**src/common/icache_pkg.sv**
```systemverilog
`default_nettype none

package icache_pkg;

    localparam int ADDR_W    = 32;
    localparam int WORD_W    = 32;
    localparam int INDEX_W   = 4;
    localparam int INDEX_LSB = 2;
    localparam int TAG_LSB   = INDEX_LSB + INDEX_W;
    localparam int TAG_W     = ADDR_W - TAG_LSB;
    localparam int NUM_LINES = 1 << INDEX_W;

    typedef logic [ADDR_W-1:0]  addr_t;
    typedef logic [WORD_W-1:0]  word_t;
    typedef logic [INDEX_W-1:0] index_t;
    typedef logic [TAG_W-1:0]   tag_t;

    typedef enum logic [2:0] {
        st_idle,
        st_compare,
        st_refill,
        st_respond,
        st_flush
    } ctrl_state_t;

    // byte address, word aligned: [tag | index | 2'b00]
    function automatic index_t addr_index(addr_t a);
        return a[INDEX_LSB +: INDEX_W];
    endfunction

    function automatic tag_t addr_tag(addr_t a);
        return a[TAG_LSB +: TAG_W];
    endfunction

endpackage

`default_nettype wire

```
**src/common/lookup_if.sv**
```systemverilog
`default_nettype none

interface lookup_if;
    import icache_pkg::*;

    index_t index;
    tag_t   tag;
    logic   hit;
    word_t  rdata;
    logic   fill;
    word_t  fill_data;
    logic   inval;

    modport ctrl (
        output index,
        output tag,
        output fill,
        output fill_data,
        output inval,
        input  hit,
        input  rdata
    );

    modport array (
        input  index,
        input  tag,
        input  fill,
        input  fill_data,
        input  inval,
        output hit,
        output rdata
    );

endinterface

`default_nettype wire

```
**src/common/refill_if.sv**
```systemverilog
`default_nettype none

interface refill_if;
    import icache_pkg::*;

    logic  req;
    addr_t addr;
    logic  done;
    word_t data;
    logic  err;

    modport ctrl (
        output req,
        output addr,
        input  done,
        input  data,
        input  err
    );

    modport master (
        input  req,
        input  addr,
        output done,
        output data,
        output err
    );

endinterface

`default_nettype wire

```
**src/hw/apb_refill_master.sv**
```systemverilog
`default_nettype none

module apb_refill_master (
    input wire                    clk,
    input wire                    rst,
    refill_if.master              rf,
    output icache_pkg::addr_t     paddr,
    output logic                  psel,
    output logic                  penable,
    output logic                  pwrite,
    input wire icache_pkg::word_t prdata,
    input wire logic              pready,
    input wire logic              pslverr
);
    import icache_pkg::*;

    typedef enum logic [1:0] {
        ph_idle,
        ph_setup,
        ph_access
    } apb_phase_t;

    apb_phase_t phase_q;
    logic       done_q;
    word_t      data_q;
    logic       err_q;

    // req is still high in the done cycle, so wait for it to drop
    always_ff @(posedge clk)
    begin
        if (rst)
        begin
            phase_q <= ph_idle;
            done_q  <= 1'b0;
        end
        else
        begin
            done_q <= 1'b0;
            case (phase_q)
                ph_idle:   if (rf.req && !done_q) phase_q <= ph_setup;
                ph_setup:  phase_q <= ph_access;
                ph_access:
                begin
                    if (pready)
                    begin
                        phase_q <= ph_idle;
                        done_q  <= 1'b1;
                    end
                end
                default:   phase_q <= ph_idle;
            endcase
        end
    end

    always_ff @(posedge clk)
    begin
        if (phase_q == ph_idle && rf.req)
            paddr <= rf.addr;
        if (phase_q == ph_access && pready)
        begin
            data_q <= prdata;
            err_q  <= pslverr;
        end
    end

    assign psel    = (phase_q != ph_idle);
    assign penable = (phase_q == ph_access);
    assign pwrite  = 1'b0;

    assign rf.done = done_q;
    assign rf.data = data_q;
    assign rf.err  = err_q;

    a_access_stable: assert property (
        @(posedge clk) disable iff (rst)
        psel && penable && !pready |=> psel && $stable(paddr)
    );

    // access only inside a selected transfer that was already running
    a_enable_in_sel: assert property (
        @(posedge clk) disable iff (rst)
        penable |-> psel && $past(psel)
    );

endmodule

`default_nettype wire

```
**src/hw/icache/icache_ctrl.sv**
```systemverilog
`default_nettype none

module icache_ctrl (
    input wire               clk,
    input wire               rst,
    input wire logic         cpu_req_valid,
    input wire icache_pkg::addr_t cpu_req_addr,
    output logic             cpu_req_ready,
    input wire logic         flush,
    output logic             cpu_resp_valid,
    output icache_pkg::word_t cpu_resp_data,
    output logic             cpu_resp_err,
    lookup_if.ctrl           lk,
    refill_if.ctrl           rf
);
    import icache_pkg::*;

    ctrl_state_t state_q;
    ctrl_state_t state_d;
    addr_t       addr_q;

    // flush wins over a request in the same cycle
    assign cpu_req_ready = (state_q == st_idle) && !flush;

    always_comb
    begin
        state_d = state_q;
        case (state_q)
            st_idle:
            begin
                if (flush)
                    state_d = st_flush;
                else if (cpu_req_valid)
                    state_d = st_compare;
            end
            st_compare: state_d = lk.hit ? st_respond : st_refill;
            st_refill:  state_d = rf.done ? st_respond : st_refill;
            st_respond: state_d = st_idle;
            st_flush:   state_d = st_idle;
            default:    state_d = st_idle;
        endcase
    end

    always_ff @(posedge clk)
    begin
        if (rst)
            state_q <= st_idle;
        else
            state_q <= state_d;
    end

    always_ff @(posedge clk)
    begin
        if (cpu_req_valid && cpu_req_ready)
            addr_q <= cpu_req_addr;
    end

    // lookup and fill side
    assign lk.index     = addr_index(addr_q);
    assign lk.tag       = addr_tag(addr_q);
    assign lk.inval     = (state_q == st_flush);
    assign lk.fill      = (state_q == st_refill) && rf.done && !rf.err;
    assign lk.fill_data = rf.data;

    assign rf.req  = (state_q == st_refill);
    assign rf.addr = addr_q;

    // response register is valid for the respond cycle only
    always_ff @(posedge clk)
    begin
        if (rst)
            cpu_resp_valid <= 1'b0;
        else
            cpu_resp_valid <= (state_q == st_compare && lk.hit) ||
                              (state_q == st_refill && rf.done);
    end

    always_ff @(posedge clk)
    begin
        if (state_q == st_compare && lk.hit)
        begin
            cpu_resp_data <= lk.rdata;
            cpu_resp_err  <= 1'b0;
        end
        else if (state_q == st_refill && rf.done)
        begin
            cpu_resp_data <= rf.data;
            cpu_resp_err  <= rf.err;
        end
    end

    a_resp_single: assert property (
        @(posedge clk) disable iff (rst)
        cpu_resp_valid |=> !cpu_resp_valid
    );

    // refill request and address held across APB wait states
    a_req_until_done: assert property (
        @(posedge clk) disable iff (rst)
        rf.req && !rf.done |=> rf.req && $stable(rf.addr)
    );

endmodule

`default_nettype wire

```
**src/hw/icache/icache_lookup.sv**
```systemverilog
`default_nettype none

module icache_lookup (
    input wire      clk,
    input wire      rst,
    lookup_if.array lk
);
    import icache_pkg::*;

    logic [NUM_LINES-1:0] valid_q;
    tag_t                 tag_q  [NUM_LINES];
    word_t                data_q [NUM_LINES];

    // valid bits
    always_ff @(posedge clk)
    begin
        if (rst || lk.inval)
        begin
            valid_q <= '0;
        end
        else if (lk.fill)
        begin
            valid_q[lk.index] <= 1'b1;
        end
    end

    // tag and data arrays, written on fill only
    always_ff @(posedge clk)
    begin
        if (lk.fill)
        begin
            tag_q[lk.index]  <= lk.tag;
            data_q[lk.index] <= lk.fill_data;
        end
    end

    always_comb
    begin
        lk.hit   = valid_q[lk.index] && (tag_q[lk.index] == lk.tag);
        lk.rdata = data_q[lk.index];
    end

    // a fill racing a fence.i would leave a stale line behind
    a_fill_inval_excl: assert property (
        @(posedge clk) disable iff (rst)
        !(lk.fill && lk.inval)
    );

endmodule

`default_nettype wire

```
**src/hw/icache_subsys.sv**
```systemverilog
`default_nettype none

module icache_subsys (
    input wire                    clk,
    input wire                    rst,
    input wire logic              cpu_req_valid,
    input wire icache_pkg::addr_t cpu_req_addr,
    output logic                  cpu_req_ready,
    input wire logic              flush,
    output logic                  cpu_resp_valid,
    output icache_pkg::word_t     cpu_resp_data,
    output logic                  cpu_resp_err,
    output icache_pkg::addr_t     paddr,
    output logic                  psel,
    output logic                  penable,
    output logic                  pwrite,
    input wire icache_pkg::word_t prdata,
    input wire logic              pready,
    input wire logic              pslverr
);

    lookup_if lk_if ();
    refill_if rf_if ();

    icache_lookup u_lookup (
        .clk (clk),
        .rst (rst),
        .lk  (lk_if.array)
    );

    icache_ctrl u_ctrl (
        .clk            (clk),
        .rst            (rst),
        .cpu_req_valid  (cpu_req_valid),
        .cpu_req_addr   (cpu_req_addr),
        .cpu_req_ready  (cpu_req_ready),
        .flush          (flush),
        .cpu_resp_valid (cpu_resp_valid),
        .cpu_resp_data  (cpu_resp_data),
        .cpu_resp_err   (cpu_resp_err),
        .lk             (lk_if.ctrl),
        .rf             (rf_if.ctrl)
    );

    // memory side, one APB read per miss
    apb_refill_master u_apb (
        .clk     (clk),
        .rst     (rst),
        .rf      (rf_if.master),
        .paddr   (paddr),
        .psel    (psel),
        .penable (penable),
        .pwrite  (pwrite),
        .prdata  (prdata),
        .pready  (pready),
        .pslverr (pslverr)
    );

endmodule

`default_nettype wire

```
**config.mk**
```make
export PLATFORM = sky130hd
export DESIGN_NAME = icache_subsys
export DESIGN_NICKNAME = d
export VERILOG_FILES = /design/src/common/icache_pkg.sv /design/src/common/lookup_if.sv /design/src/common/refill_if.sv /design/src/hw/apb_refill_master.sv /design/src/hw/icache/icache_ctrl.sv /design/src/hw/icache/icache_lookup.sv /design/src/hw/icache_subsys.sv
export SDC_FILE = /design/constraint.sdc
export NUM_CORES = 1
export LEC_CHECK = 0
export ABC_CLOCK_PERIOD_IN_PS = 6800
export BUFFER_PORTS_ARGS = -buffer_cell sky130_fd_sc_hd__buf_4
export CAP_MARGIN = 20
export CORE_ASPECT_RATIO = 0.75
export CORE_MARGIN = 3
export CORE_UTILIZATION = 55
export CTS_CLUSTER_DIAMETER = 40
export CTS_CLUSTER_SIZE = 8
export DETAILED_ROUTE_END_ITERATION = 6
export HOLD_SLACK_MARGIN = 0.05
export PLACE_DENSITY = 0.76
export SLEW_MARGIN = 20
export SYNTH_ARGS = -nofsm -noshare
export SYNTH_HDL_FRONTEND = slang
export SYNTH_SLANG_ARGS = --single-unit
```
**constraint.sdc**
```tcl
create_clock -name clk -period 6.8 [get_ports clk]
set_input_delay 1.36 -clock clk [delete_from_list [all_inputs] [get_ports clk]]
set_output_delay 1.36 -clock clk [all_outputs]
set_load 0.02 [all_outputs]
```
==> flow_summary.yaml <==
status:
  status: "finished clean"
grt:
  track_usage: 0.249
  grt_pass1_vias: 20700
  grt_pass1_wl_um: 140000
  grt-ovfl-total: 0
  grt_max_degree: 89
  antenna_found_initial: 2
cells_and_area:
  multi_input_area_sq_um: 8410
  nFillCells: 4505
  fin_util: 0.648
  synthToLayoutAreaGrowth_pct: 16.4
  nNetsFinal: 2078
  drive_gt1_frac: 0.334
  final-seq-area_sq_um: 32300
cts:
  clk_latency_ps: 730
  cts_buffer_depth: 3
  cts-root-buf: "clkbuf_16"
  clock-sinks: 1085
  cts_hold_buffers: 0
  htree_levels: 4
  path_clk_slew_ps: 50
  cts_resized: 0
  post_cts_buffers: 0
  cts_tree: "done"
  numCtsBuffers: 158
floorplan:
  coreArea_sq_um: 73700
  die_y_um: 243
  fp-row-count: 86
  start_util: 0.557
  die_area_sq_um: 78000
  die_w_um: 321
  ios: 140
logic_synthesis:
  ys_ff_latch: 1085
  yosys_most_used_dff: "edfxtp_1"
  synth_nets: 1815
  yosysWarnings: 0
  synth-async-reset-ratio: 0
  synth.top_cell.area_share: 0.773
  syn_inst: 1745
  ys_top_cells_by_area: "edfxtp_1 77%, mux4_2 14%, mux2i_1 1.8%, dfxtp_1 1.4%, mux2_4 1.1%"
  synth-edff-count: 1057
  synth_top_area_cell: "edfxtp_1"
  ys_types: 61
  ys_seq_area_frac: 0.787
  syn_avg_cell_area_sq_um: 23.5
  syn_area_sq_um: 41100
sta:
  slew_viol_final: 0
  clock_skew_ps: 31.7
  rsz0062_at_grt: "no"
  max_freq_ghz: 0.196
  setup_viol: 0
  hold_viol_final: 0
  finalCritPeriodShare: 0.749
  fin_setup_tns_ps: 0
  post-route-min-period_ps: 5090
  slew_headroom: 0.260
  whs_ps: 419
  timing.final.ws_setup_ps: 1710
  worstMarginPinSlew_ps: 1110
detailed_routing:
  wire_per_inst_um: 31.7
  ant_nets: 0
  drt-vias-per-instance: 6.58
  dr.pass1.iters: 7
  drt-initial-drc-count: 2432
  drt_wl_total_um: 95400
  vias: 19800
  drc: 0
pwr:
  fin_total_pwr_mw: 15.1
  leakage_nw: 15.6
  ir_drop_mv: 0.238
  power_density_nw_per_um2: 316
critical_path:
  cp_data_required_time_ps: 7220
  path_class: "flip-flop to flip-flop"
  cp_cell_sequence: "buf_4 > mux4_2 > mux2i_1 > mux2i_1 > xor2_1 > a2111oi_0 > nand4_1 > or4_1 > nand2_2 > buf_4"
  crit_buf_inv: 2
  path_delay_family: "simple AND/OR/NAND/NOR gates"
  cp_slowest_cell: "dfxtp_4"
  max_stage_delay_ps: 820
  cp.arrival_ps: 5510
  crit_fanout: 44
  end_kind: "flip-flop"
  worstSetupStartpointType: "flip-flop"
run:
  timing.max_cap.violations: 0
placement:
  dp_hpwl_um: 45500
  port-buffer-count: 138
  place_congestion: 0.768
  dp_slack_ps: 1770
min_path:
  hold_path.class: "flip-flop to flip-flop"
stage by stage:
| step | std cells | area (sq um) |
|---|---|---|
| 2_1_floorplan | 1745 | 41100 |
| 3_3_place_gp | 2813 | 43400 |
| 5_1_grt | 3010 | 47800 |
| 6_report | 3011 | 47800 |
| 3_5_place_dp | 2816 | 43400 |
| 4_1_cts | 3010 | 47800 |
metal layers:
layer / share of wire / vias to the layer above / global-route usage
li1: - / 7891 / -
met1: 0.39 / 10500 / 0.355
met2: 0.49 / 1218 / 0.388
met3: 0.096 / 171 / 0.0544
met4: 0.022 / 0 / 0.0851
met5: 0 / - / 0
synthesized netlist by cell type, drive strengths merged, types with 11 or more instances:
cell type / number
edfxtp: 1057
mux4: 250
mux2i: 72
buf: 57
mux2: 37
nor2: 30
clkbuf: 28
dfxtp: 28
a22oi: 17
xor2: 17
o21a: 16
nand2: 15
nor3: 11
final cells by class:
type                       instances  area share
tap                              968      0.0253
clock buffer                     182      0.0877
clock inverter                    12     0.00340
antenna                            1   0.0000524
inverter                           4    0.000314
sequential                      1085       0.676
multi-input combinational        571       0.176
timing repair buffer             188      0.0311
cell usage in the layout, fill, tap and decap left out, types with 5 or more instances in the layout:
cell type	instances
clkbuf_1	17
nand2_1	14
mux2_4	29
clkbuf_16	165
nand3_1	8
xor2_1	17
dfxtp_1	24
nor2b_1	7
nor2_1	17
nor2_4	13
o21a_1	16
o21ai_0	5
mux4_2	247
buf_4	182
xnor2_1	8
edfxtp_1	1057
mux2_2	8
nor3_1	7
mux2i_1	72
a22oi_1	17
nand2b_1	8
a211oi_1	7
where the power goes:
| group | switching, mW | internal, mW | leakage [nW] | total, mW |
|---|---|---|---|---|
| registers | 0.0943 | 7.33 | 9.74 | 7.43 |
| logic | 0.343 | 0.369 | 3.69 | 0.712 |
| clock network | 2.63 | 4.34 | 2.13 | 6.98 |
registers in the layout (all words and copies together) (netlist names), 2 cells and up, named ones only:
signal,count
u_lookup.data_q,512
u_lookup.tag_q,416
u_apb.paddr,32
u_apb.rf.data,32
u_ctrl.cpu_resp_data,32
u_ctrl.rf.addr,32
u_lookup.valid_q,16
u_ctrl.state_q,3
u_apb.phase_q,2
worst paths after layout:
kind,endpoint,cells after the start,startpoint,slack (ps)
setup / recovery,u_ctrl.cpu_resp_data[20],10,flip-flop,1710
hold / removal,u_apb.paddr[0],0,u_ctrl.rf.addr[0],420
setup reg to reg,u_ctrl.cpu_resp_data[20],10,flip-flop,1710
hold reg to reg,u_apb.paddr[0],0,u_ctrl.rf.addr[0],420
logic make-up after synthesis:
kind of cell | synth area share
AO/OA/AOI/OAI | 0.0140
XOR/XNOR | 0.00533
buffers and inverters | 0.0115
flip-flops | 0.787
multiplexers | 0.168
other | 0.0000913
AND/OR/NAND/NOR | 0.0145
No activity file was read; power rests on OpenSTA's default activity.
